## config.mk

```make
export PLATFORM = sky130hd
export DESIGN_NAME = branch_predictor
export DESIGN_NICKNAME = d
export VERILOG_FILES = /design/src/hdl/bp_config_pkg.sv /design/src/hdl/bp_types_pkg.sv /design/src/hdl/branch_predictor.sv /design/src/hdl/pattern_history.sv /design/src/hdl/predict_control.sv /design/src/hdl/return_stack.sv /design/src/hdl/target_buffer.sv
export SDC_FILE = /design/constraint.sdc
export NUM_CORES = 1
export LEC_CHECK = 0
export BUFFER_PORTS_ARGS = -buffer_cell sky130_fd_sc_hd__buf_2
export CORE_AREA = 2 2 322 324
export DETAILED_ROUTE_END_ITERATION = 8
export DIE_AREA = 0 0 324 326
export PLACE_DENSITY_LB_ADDON = 0.2
export REMOVE_ABC_BUFFERS = 1
export SYNTH_ARGS = -nofsm -noshare
export SYNTH_HDL_FRONTEND = slang
export SYNTH_SLANG_ARGS = --single-unit
```

## constraint.sdc

```tcl
create_clock -name clock -period 5.8 [get_ports clock]
set_clock_uncertainty 0.05 [all_clocks]
set_input_delay 1.16 -clock clock [delete_from_list [all_inputs] [get_ports clock]]
set_output_delay 1.16 -clock clock [all_outputs]
set_load 0.02 [all_outputs]
```

## src/hdl/bp_config_pkg.sv

```systemverilog
/*
 * table sizes and address field positions for the branch predictor.
 * entry counts must be powers of two; index widths are derived from them.
 * instructions are assumed 4-byte aligned, so pc bits 1:0 are never used.
 */
package bp_config_pkg;

    localparam int ADDR_W      = 32; // rv32 instruction address
    localparam int INSTR_BYTES = 4;  // call return address offset

    localparam int RAS_DEPTH   = 4;
    localparam int RAS_PTR_W   = $clog2(RAS_DEPTH);
    localparam int RAS_COUNT_W = $clog2(RAS_DEPTH + 1); // 0..RAS_DEPTH

    localparam int PHT_ENTRIES = 64;
    localparam int PHT_IDX_LSB = 2;  // skip byte offset
    localparam int PHT_IDX_W   = $clog2(PHT_ENTRIES);
    localparam int COUNTER_W   = 2;

    localparam int BTB_ENTRIES = 16;
    localparam int BTB_IDX_LSB = 2;
    localparam int BTB_IDX_W   = $clog2(BTB_ENTRIES);
    localparam int BTB_TAG_LSB = BTB_IDX_LSB + BTB_IDX_W; // tag is everything above index
    localparam int BTB_TAG_W   = ADDR_W - BTB_TAG_LSB;

    localparam int KIND_W      = 3;  // predecode kind field

endpackage

```

## src/hdl/bp_types_pkg.sv

```systemverilog
/*
 * shared types for the predictor: vectors, kind codes and packed structs.
 * kind is predecode data from fetch, so it is a plain vector, not an enum.
 * counter values 2 and 3 mean taken.
 */
package bp_types_pkg;

    typedef logic [bp_config_pkg::ADDR_W-1:0]      addr_t;
    typedef logic [bp_config_pkg::RAS_PTR_W-1:0]   ras_ptr_t;
    typedef logic [bp_config_pkg::RAS_COUNT_W-1:0] ras_count_t;
    typedef logic [bp_config_pkg::PHT_IDX_W-1:0]   pht_idx_t;
    typedef logic [bp_config_pkg::COUNTER_W-1:0]   counter_t;
    typedef logic [bp_config_pkg::BTB_IDX_W-1:0]   btb_idx_t;
    typedef logic [bp_config_pkg::BTB_TAG_W-1:0]   btb_tag_t;
    typedef logic [bp_config_pkg::KIND_W-1:0]      br_kind_t;

    // predecode kind codes
    localparam br_kind_t KIND_NONE = 3'd0;
    localparam br_kind_t KIND_COND = 3'd1;
    localparam br_kind_t KIND_JUMP = 3'd2;
    localparam br_kind_t KIND_CALL = 3'd3;
    localparam br_kind_t KIND_RET  = 3'd4;

    // saturating counter points
    localparam counter_t CTR_MIN     = 2'd0;
    localparam counter_t CTR_WEAK_NT = 2'd1; // reset value
    localparam counter_t CTR_WEAK_T  = 2'd2; // taken threshold
    localparam counter_t CTR_MAX     = 2'd3;

    typedef struct packed {
        logic     valid;
        addr_t    pc;
        br_kind_t kind;
    } fetch_req_t;

    typedef struct packed {
        logic  valid;
        logic  taken;
        addr_t target; // zero when not taken
    } prediction_t;

    typedef struct packed {
        logic     valid;
        addr_t    pc;
        br_kind_t kind;
        logic     taken;
        addr_t    target;
    } resolve_t;

    typedef struct packed {
        logic  hit;
        addr_t target;
    } btb_lookup_t;

endpackage

```

## src/hdl/branch_predictor.sv

```systemverilog
/*
 * branch prediction front end, one request per cycle, no back-pressure.
 * prediction arrives the cycle after the request is sampled.
 */
module branch_predictor (
    input  logic                      clock,
    input  logic                      reset,
    input  bp_types_pkg::fetch_req_t  req,
    input  bp_types_pkg::resolve_t    resolve,
    output bp_types_pkg::prediction_t pred
);

    logic                      ras_push;
    logic                      ras_pop;
    bp_types_pkg::addr_t       ras_push_addr;
    bp_types_pkg::addr_t       ras_top;
    bp_types_pkg::ras_count_t  ras_count;
    bp_types_pkg::addr_t       lookup_addr;
    bp_types_pkg::pht_idx_t    pht_idx;
    bp_types_pkg::counter_t    pht_counter;
    bp_types_pkg::btb_lookup_t btb_lookup;
    logic                      pht_wr_en;
    logic                      btb_wr_en;

    predict_control ctrl (
        .clock, .reset, .req, .resolve, .pred,
        .ras_push, .ras_pop, .ras_push_addr, .ras_top, .ras_count,
        .lookup_addr, .pht_idx, .pht_counter, .btb_lookup,
        .pht_wr_en, .btb_wr_en
    );

    return_stack ras (
        .clock, .reset,
        .push      (ras_push),
        .pop       (ras_pop),
        .push_addr (ras_push_addr),
        .top       (ras_top),
        .count     (ras_count)
    );

    pattern_history pht (
        .clock, .reset,
        .rd_idx     (pht_idx),
        .rd_counter (pht_counter),
        .wr_en      (pht_wr_en),
        .wr_idx     (resolve.pc[bp_config_pkg::PHT_IDX_LSB +: bp_config_pkg::PHT_IDX_W]),
        .wr_taken   (resolve.taken)
    );

    target_buffer btb (
        .clock, .reset,
        .rd_addr   (lookup_addr),
        .lookup    (btb_lookup),
        .wr_en     (btb_wr_en),
        .wr_addr   (resolve.pc),
        .wr_target (resolve.target)
    );

endmodule

```

## src/hdl/pattern_history.sv

```systemverilog
/*
 * 2-bit saturating counter table for conditional branches.
 * read is registered: one cycle from rd_idx to rd_counter.
 * a write and a read of the same index on one edge return the old value.
 * all counters reset to weakly not-taken.
 */
module pattern_history (
    input  logic                   clock,
    input  logic                   reset,
    input  bp_types_pkg::pht_idx_t rd_idx,
    output bp_types_pkg::counter_t rd_counter,
    input  logic                   wr_en,
    input  bp_types_pkg::pht_idx_t wr_idx,
    input  logic                   wr_taken
);

    bp_types_pkg::counter_t counters [bp_config_pkg::PHT_ENTRIES];

    // saturating step, up on taken and down otherwise
    function automatic bp_types_pkg::counter_t sat_update(
        input bp_types_pkg::counter_t cur,
        input logic                   up
    );
        bp_types_pkg::counter_t nxt;
        nxt = cur;
        if (up && cur != bp_types_pkg::CTR_MAX) begin
            nxt = cur + 1'b1;
        end else if (!up && cur != bp_types_pkg::CTR_MIN) begin
            nxt = cur - 1'b1;
        end
        return nxt;
    endfunction

    // counter array, cleared to weak nt on reset
    always_ff @(posedge clock) begin
        if (reset) begin
            for (int i = 0; i < bp_config_pkg::PHT_ENTRIES; i++) begin
                counters[i] <= bp_types_pkg::CTR_WEAK_NT;
            end
        end else if (wr_en) begin
            counters[wr_idx] <= sat_update(counters[wr_idx], wr_taken);
        end
    end

    always_ff @(posedge clock) begin
        rd_counter <= counters[rd_idx]; // lines up with prediction stage
    end

endmodule

```

## src/hdl/predict_control.sv

```systemverilog
/*
 * request decode, stack strobes and prediction forming.
 * request stage drives the tables and the stack at edge N;
 * pred is formed next cycle from registered kind, return target and table reads.
 * resolves train the counters (conditional only) and the btb (taken, not return).
 */
module predict_control (
    input  logic                       clock,
    input  logic                       reset,
    input  bp_types_pkg::fetch_req_t   req,
    input  bp_types_pkg::resolve_t     resolve,
    output bp_types_pkg::prediction_t  pred,
    output logic                       ras_push,
    output logic                       ras_pop,
    output bp_types_pkg::addr_t        ras_push_addr,
    input  bp_types_pkg::addr_t        ras_top,
    input  bp_types_pkg::ras_count_t   ras_count,
    output bp_types_pkg::addr_t        lookup_addr,
    output bp_types_pkg::pht_idx_t     pht_idx,
    input  bp_types_pkg::counter_t     pht_counter,
    input  bp_types_pkg::btb_lookup_t  btb_lookup,
    output logic                       pht_wr_en,
    output logic                       btb_wr_en
);

    logic                   valid_q;
    bp_types_pkg::br_kind_t kind_q;
    logic                   ret_ok_q;     // stack was non-empty at request
    bp_types_pkg::addr_t    ret_target_q;
    logic                   taken;
    bp_types_pkg::addr_t    target;

    // request stage
    assign ras_push      = req.valid && (req.kind == bp_types_pkg::KIND_CALL);
    assign ras_pop       = req.valid && (req.kind == bp_types_pkg::KIND_RET);
    assign ras_push_addr = req.pc + bp_types_pkg::addr_t'(bp_config_pkg::INSTR_BYTES);
    assign lookup_addr   = req.pc;
    assign pht_idx       = req.pc[bp_config_pkg::PHT_IDX_LSB +: bp_config_pkg::PHT_IDX_W];

    always_ff @(posedge clock) begin
        if (reset) begin
            valid_q <= 1'b0;
        end else begin
            valid_q <= req.valid;
        end
    end

    // payload of the in-flight request
    always_ff @(posedge clock) begin
        kind_q       <= req.kind;
        ret_ok_q     <= (ras_count != '0); // empty test lives here only
        ret_target_q <= ras_top;           // pop happens on this same edge
    end

    // prediction stage
    always_comb begin
        taken  = 1'b0;
        target = btb_lookup.target;
        case (kind_q)
            bp_types_pkg::KIND_NONE: taken = 1'b0;
            bp_types_pkg::KIND_COND: begin
                taken = btb_lookup.hit && (pht_counter >= bp_types_pkg::CTR_WEAK_T);
            end
            bp_types_pkg::KIND_JUMP,
            bp_types_pkg::KIND_CALL: taken = btb_lookup.hit;
            bp_types_pkg::KIND_RET: begin
                taken  = ret_ok_q;
                target = ret_target_q;
            end
            default: taken = 1'b0; // unused codes act as none
        endcase
    end

    assign pred.valid  = valid_q;
    assign pred.taken  = valid_q && taken;
    assign pred.target = pred.taken ? target : '0;

    // training strobes, pc and outcome go straight to the tables
    assign pht_wr_en = resolve.valid && (resolve.kind == bp_types_pkg::KIND_COND);
    assign btb_wr_en = resolve.valid && resolve.taken &&
                       (resolve.kind != bp_types_pkg::KIND_RET);

endmodule

```

## src/hdl/return_stack.sv

```systemverilog
/*
 * return address stack, circular array with top pointer and occupancy.
 * push on full and pop on empty are silently dropped; push wins over pop.
 * no repair after mispredict: the stack follows fetch order only.
 * top is a combinational read of the current entry, undefined when empty.
 */
module return_stack (
    input  logic                    clock,
    input  logic                    reset,
    input  logic                    push,
    input  logic                    pop,
    input  bp_types_pkg::addr_t     push_addr,
    output bp_types_pkg::addr_t     top,
    output bp_types_pkg::ras_count_t count
);

    bp_types_pkg::addr_t    stack [bp_config_pkg::RAS_DEPTH]; // payload, no reset
    bp_types_pkg::ras_ptr_t tos;      // points at current top entry
    bp_types_pkg::ras_ptr_t tos_up;   // slot for next push, wraps
    logic                   full;
    logic                   empty;

    assign tos_up = tos + 1'b1;
    assign full   = (count == bp_types_pkg::ras_count_t'(bp_config_pkg::RAS_DEPTH));
    assign empty  = (count == '0);
    assign top    = stack[tos];

    // pointer and occupancy
    always_ff @(posedge clock) begin
        if (reset) begin
            tos   <= '0;
            count <= '0;
        end else if (push) begin
            if (!full) begin
                tos   <= tos_up;
                count <= count + 1'b1;
            end
        end else if (pop && !empty) begin
            tos   <= tos - 1'b1; // wraps back, old entry left stale
            count <= count - 1'b1;
        end
    end

    // entry write, same guard as the pointer
    always_ff @(posedge clock) begin
        if (push && !full) begin
            stack[tos_up] <= push_addr;
        end
    end

endmodule

```

## src/hdl/target_buffer.sv

```systemverilog
/*
 * direct-mapped tagged branch target buffer.
 * index is addr[5:2], tag is the upper 26 bits; a write overwrites the entry.
 * lookup is registered, one cycle from rd_addr to lookup.
 * target on a miss is don't-care, the control zeroes it.
 */
module target_buffer (
    input  logic                      clock,
    input  logic                      reset,
    input  bp_types_pkg::addr_t       rd_addr,
    output bp_types_pkg::btb_lookup_t lookup,
    input  logic                      wr_en,
    input  bp_types_pkg::addr_t       wr_addr,
    input  bp_types_pkg::addr_t       wr_target
);

    logic                [bp_config_pkg::BTB_ENTRIES-1:0] valid;
    bp_types_pkg::btb_tag_t tags    [bp_config_pkg::BTB_ENTRIES];
    bp_types_pkg::addr_t    targets [bp_config_pkg::BTB_ENTRIES];

    bp_types_pkg::btb_idx_t rd_idx;
    bp_types_pkg::btb_tag_t rd_tag;
    bp_types_pkg::btb_idx_t wr_idx;
    bp_types_pkg::btb_tag_t wr_tag;

    // address split, same for both ports
    assign rd_idx = rd_addr[bp_config_pkg::BTB_IDX_LSB +: bp_config_pkg::BTB_IDX_W];
    assign rd_tag = rd_addr[bp_config_pkg::BTB_TAG_LSB +: bp_config_pkg::BTB_TAG_W];
    assign wr_idx = wr_addr[bp_config_pkg::BTB_IDX_LSB +: bp_config_pkg::BTB_IDX_W];
    assign wr_tag = wr_addr[bp_config_pkg::BTB_TAG_LSB +: bp_config_pkg::BTB_TAG_W];

    // valid bits are the only state that needs clearing
    always_ff @(posedge clock) begin
        if (reset) begin
            valid <= '0;
        end else if (wr_en) begin
            valid[wr_idx] <= 1'b1;
        end
    end

    always_ff @(posedge clock) begin
        if (wr_en) begin
            tags[wr_idx]    <= wr_tag;
            targets[wr_idx] <= wr_target;
        end
    end

    // registered lookup, sees writes from earlier edges only
    always_ff @(posedge clock) begin
        lookup.hit    <= valid[rd_idx] && (tags[rd_idx] == rd_tag);
        lookup.target <= targets[rd_idx];
    end

endmodule

```

### After elaboration in Yosys (flattened, before gate mapping)

Memories as Yosys holds them, arrays and structs flattened. A register that Yosys moved wholly into a read port is not among the register bits.
Cells that the tools add are included.

* equal/unequal tests: 12
* multiplexer cells: 29
* reduce and logical (&&, ||, !) cells: 23
* bitwise logic cells: 1
* add/sub/neg operators: 7
* order comparisons: 4

Operators with widths (number)
* $mux 32: 2
* $add 32x3->32 const B: 1
* $eq 26x26->1: 1
* $mux 2: 8
* $or 16x16->16: 1
* $logic_and 1x1->1: 13
* $mux 1: 12
* $lt 4x5->1 const B: 2
* $eq 3x2->1 const B: 3
* $eq 3x3->1 const B: 3
* $mux 3: 3
* $eq 3x1->1 const B: 2
* $mux 6: 1
* $add 2x1->2 const B: 2
* $bmux 1 s4: 1
* $demux 1 s4: 1
* $ge 4x1->1 const B: 1
* $ne 2x2->1 const B: 2
* $reduce_bool 2->1: 2
* $reduce_or 2->1: 2
* $sub 2x1->2 const B: 2
* $add 3x1->3 const B: 1
* $logic_not 1->1: 3
* $logic_not 3->1: 1
* other kinds (6): 6

* output and inout bits: 34
* memories kept: 4
* logic and storage cells: 87
* flip-flop bits (word level): 27
* input bits: 107
* memory bits (writable): 1184

Memory list
* btb.targets: words 16, bits a word 32, read ports 1, clocked after Yosys merged registers in 1, wr ports 1, RTL line target_buffer.sv:19 `bp_types_pkg::addr_t targets [bp_config_pkg::BTB_ENTRIES];`
* btb.tags: words 16, bits a word 26, read ports 1, clocked after Yosys merged registers in 0, wr ports 1, RTL line target_buffer.sv:18 `bp_types_pkg::btb_tag_t tags [bp_config_pkg::BTB_ENTRIES];`
* pht.counters: words 64, bits a word 2, read ports 2, clocked after Yosys merged registers in 1, wr ports 64, RTL line pattern_history.sv:17 `bp_types_pkg::counter_t counters [bp_config_pkg::PHT_ENTRIES];`
* ras.stack: words 4, bits a word 32, read ports 1, clocked after Yosys merged registers in 1, wr ports 1, RTL line return_stack.sv:17 `bp_types_pkg::addr_t stack [bp_config_pkg::RAS_DEPTH];`

### Depth between registers and ports, before layout

An unclocked memory read counts as a cell.

* depth after elaboration: 8
* mapped depth: 15
* gate-level depth less buffers: 11

### Modules after synthesis

From an unflattened synthesis, not the netlist that was laid out.

* cells, all modules: 2706
* area, all modules: 52042.4 sq um

By module, submodules not included
* target_buffer: sequential area each 28847.7 sq um, cells each 1545, area each 36989.2 sq um, times used 1
* pattern_history: sequential area each 3883.7 sq um, cells each 672, area each 7831.3 sq um, times used 1
* return_stack: sequential area each 3983.8 sq um, cells each 212, area each 5074.9 sq um, times used 1
* predict_control: sequential area each 740.7 sq um, cells each 277, area each 2147.1 sq um, times used 1

### Worst setup path before layout

OpenSTA, ideal clock, no wires.

* path kind: input port to flip-flop
* start: input port resolve[39] (netlist bit)
* end: memory btb.tags[14][0] (netlist bit), enable pin
* buffers on the path: 4
* library setup time: 0.476 ns
* stages on the path: 7
* arrival: 5.225 ns
* required time: 5.274 ns
* slack: 0.049 ns
* cells stage by stage: buf_2 -> buf_1 -> clkbuf_1 -> clkbuf_1 -> nor2b_1 -> nand2_1 -> nor2_1

RTL lines
* from (decl): RTL line branch_predictor.sv:9 `input bp_types_pkg::resolve_t resolve,`
* to (decl): RTL line target_buffer.sv:18

No word-level cell before the write port.

==> key figures <==
Setup path
  – FF-to-FF setup slack: 2.03 ns
  – Worst flop-to-flop path endpoint: pht.counters[57][1]
  – Crit. End Element: flop
  – CP Class: in -> reg
  – CP max FO: 64
  – Crit path DAT: 4.99 ns
  – Crit start category: primary input
  – Worst r2r src: pht.counters[6][0]
  – Required time of the critical path: 6.17 ns
  – Worst r2r path cells: 9

Power
  – Maximum vdd drop: 0.000210 V
  – Static leakage: about 18 nW
  – PwrDens: 340 nW/um^2

Place
  – Placed insts: roughly 4,000
  – Number of I/O port buffers: 138
  – Routability cong.: 0.854
  – Placed cell areas: 53,300 sq um
  – Detailed placer's ending HPWL: 68.4 mm

Run status
  – Status: finished clean

Hold path
  – Min-Delay Path Class: reg -> reg
  – Hold Crit Start: btb.valid[4]
  – Hold Path Depth: 2
  – Hold Path Sink: btb.valid[4]

Drt
  – WL per Instance: 28.5 um
  – Via count: 25,600
  – DRT Pass-1 Iters: 5
  – DR iter-0 viols: 2,982
  – Final ANT Viol Nets: 0
  – Vias per cell: 6.01
  – DR DRC count: 0
  – Final wirelength: 121 mm

Synth
  – Post-synthesis register bit count: approximately 1,300
  – Synth Flop Type: edfxtp_1
  – YS warnings: 0
  – Largest family of logic cells by synthesized area: multiplexers
  – Mux contribution to synthesized area: about 17%
  – Compound-Gate Fraction of Synth Area: under 10%
  – Sequential-to-total area share from yosys stat: approximately three quarters
  – Synth cell types: 65
  – Post-synth EDFFs: 1,184
  – Async set-reset flop share out of synthesis: 0%
  – Post-Synth Simple-Gate Area: roughly 5.1%
  – Mapped Cells: 2,591
  – XOR/XNOR share of the synthesized area: 1.04%
  – Mean area per synthesized cell: 19.5 sq um
  – Post-synthesis cell area: 50,600 sq um
  – Synth Area in Adders: 0.212%

Clock tree
  – CTS Buf Count: 133
  – Post-cts hold buffer count: 0
  – Clock Sinks: approximately 1,300
  – Clock Latency Late Sink: between 0.7 and 0.8 ns
  – CTS resizes: 0
  – TritonCTS clock tree: yes
  – CTS clk-pin slew, worst paths: 0.06 ns
  – H-tree levels: 4
  – Postcts setup bufs: 0
  – Max clock buf depth: 3
  – Root buffer cell: clkbuf_16

Layout
  – Commonest non-fill, non-tap cell in the layout: edfxtp_1
  – Reg area: roughly 37,000 sq um
  – Fill cell count: 7,692
  – Finished Layout Cells: approximately 4,300
  – Area grow syn2layout: 13.4%
  – Area of the multi-input gates: 12,600 sq um
  – Most frequent cells in the layout: edfxtp_1, mux4_2, nand2_1
  – Share of cells above drive strength 1: 27.8%
  – Finished layout cell area: 57,500 sq um
  – Final nets: between 2,000 and 3,000

GRT
  – Routing usage on met1: 32.6%
  – Overall routing resource usage: 23.4%
  – Largest net degree at the start of global routing: 87
  – Grt met2 use: between 30% and 40%
  – Vias in the first global route: 26,500
  – Initial antenna violation count: 12
  – First-pass GRT wire length: 177 mm
  – Most used routing layer: met2
  – Grt ovf: 0
  – Met3 Use GR: 5.28%

STA
  – Final Critical Period: about 4.6 ns
  – Count of final max-slew check failures: 0
  – Peak Freq: 216 MHz
  – Fin crit share: 79.6%
  – Slew at the pin closest to its max-slew limit: 1.25 ns
  – RSZ-0062 raised after global routing: false
  – Fin. Hold Viols: 0
  – Rel. slew slack: 16.3%
  – # setup viols final: 0

Floorplan
  – Ports: between 100 and 150
  – Die area: 106,000 sq um
  – Die W: 324 um
  – Initial core utilization: approximately 49%
  – Row cnt: 118
  – Core area: 103,000 sq um
  – Die height: 326 um

Job
  – Max Cap Viol: 0
how the worst max path moves through the flow:
stage | startpoint | slack (ns) | cells after the start | end
3_5_place_dp | resolve[39] | 0.51 | 10 | pht.counters[51][1]
5_1_grt | resolve[39] | 1.09 | 10 | pht.counters[58][1]
3_3_place_gp | resolve[39] | 0.62 | 10 | pht.counters[48][1]
6_report | resolve[39] | 1.18 | 10 | pht.counters[57][1]
4_1_cts | resolve[39] | 1.28 | 10 | pht.counters[57][1]
2_1_floorplan | resolve[38] | -1.34 | 10 | pht.counters[16][1]
layer usage:
layer	part of all wire, %	vias to the layer above	wire [um]
met5	0.044	-	53
met4	2.2	10	2630
met3	8.4	170	10200
met2	49	1031	59300
met1	41	13600	49400
li1	-	10800	-
critical path: stages:
cell,delay (ns)
buf_2,0.80
mux4_2,0.47
mux4_2,0.49
mux2_2,0.30
o21ai_4,0.25
ha_1,0.29
nand2b_1,0.18
o22ai_4,0.17
buf_4,0.67
nor4_1,0.13
through the flow:
stage	setup TNS, ns	utilization, %	hold slack [ns]	worst slack, ns	total power [mW]
finish	0	56.0	0.416	1.18	19.5
global route	0	56.0	0.449	1.09	20.1
CTS	0	56.0	0.419	1.28	19.7
detailed placement	0	51.9	0.407	0.506	11.5
global placement	0	51.9	0.394	0.619	11.5
floorplan	-85.58	-	0.385	-1.34	11.0
state kept, by name, summed over array words and instances, names as in the netlist:
| name | flops |
|---|---|
| ctrl.kind_q | 3 |
| btb.tags | 416 |
| ras.stack | 128 |
| ctrl.ret_ok_q | 1 |
| ras.count | 3 |
| ras.tos | 2 |
| btb.valid | 16 |
| btb.lookup | 33 |
| ctrl.valid_q | 1 |
| pht.rd_counter | 1 |
| ctrl.ret_target_q | 32 |
| btb.targets | 512 |
| pht.counters | 128 |
synthesized netlist by cell type (12+ instances only):
| library cell | instances | area share [%] |
|---|---|---|
| a21oi_1 | 47 | 0.46 |
| a22oi_1 | 12 | 0.18 |
| and2_1 | 13 | 0.16 |
| buf_1 | 24 | 0.18 |
| buf_2 | 45 | 0.44 |
| clkbuf_1 | 80 | 0.59 |
| dfxtp_1 | 92 | 3.6 |
| edfxtp_1 | 1184 | 70 |
| inv_1 | 17 | 0.13 |
| mux2i_1 | 45 | 0.89 |
| mux4_2 | 353 | 16 |
| nand2_1 | 174 | 1.3 |
| nand2b_1 | 44 | 0.54 |
| nand3_1 | 58 | 0.57 |
| nor2_1 | 118 | 0.87 |
| nor3_1 | 46 | 0.45 |
| nor4_1 | 36 | 0.44 |
| or2_2 | 29 | 0.36 |
| xnor2_1 | 43 | 0.74 |
| xor2_1 | 14 | 0.24 |
cell type report:
cell class              instances  area share [%]
well taps                    1380            3.01
clock inverters                57           0.882
flip-flops and latches       1276            65.1
repair buffers                201            2.52
multi-input cells            1135            21.9
inverters                      18           0.122
clock buffers                 185            6.40
diodes                          7          0.0305
power by group:
part           total (mW)  switching (mW)  internal, mW
clock network        8.20            3.44          4.75
logic                1.08           0.664         0.420
registers            10.2          0.0492          10.2
total                19.5            4.16          15.4
kinds of logic (layout without fill, tap and decap cells):
| kind of cell | after synthesis | in the layout |
|---|---|---|
| xor+xnor | 58 | 58 |
| fa+ha+maj | 8 | 8 |
| simple gates | 548 | 548 |
| flops | 1276 | 1276 |
| buf+inv | 180 | 461 |
| compound gates | 118 | 118 |
| mux | 403 | 403 |
| other cells | 0 | 7 |
Note: power is estimated with default switching activity, not from simulation.
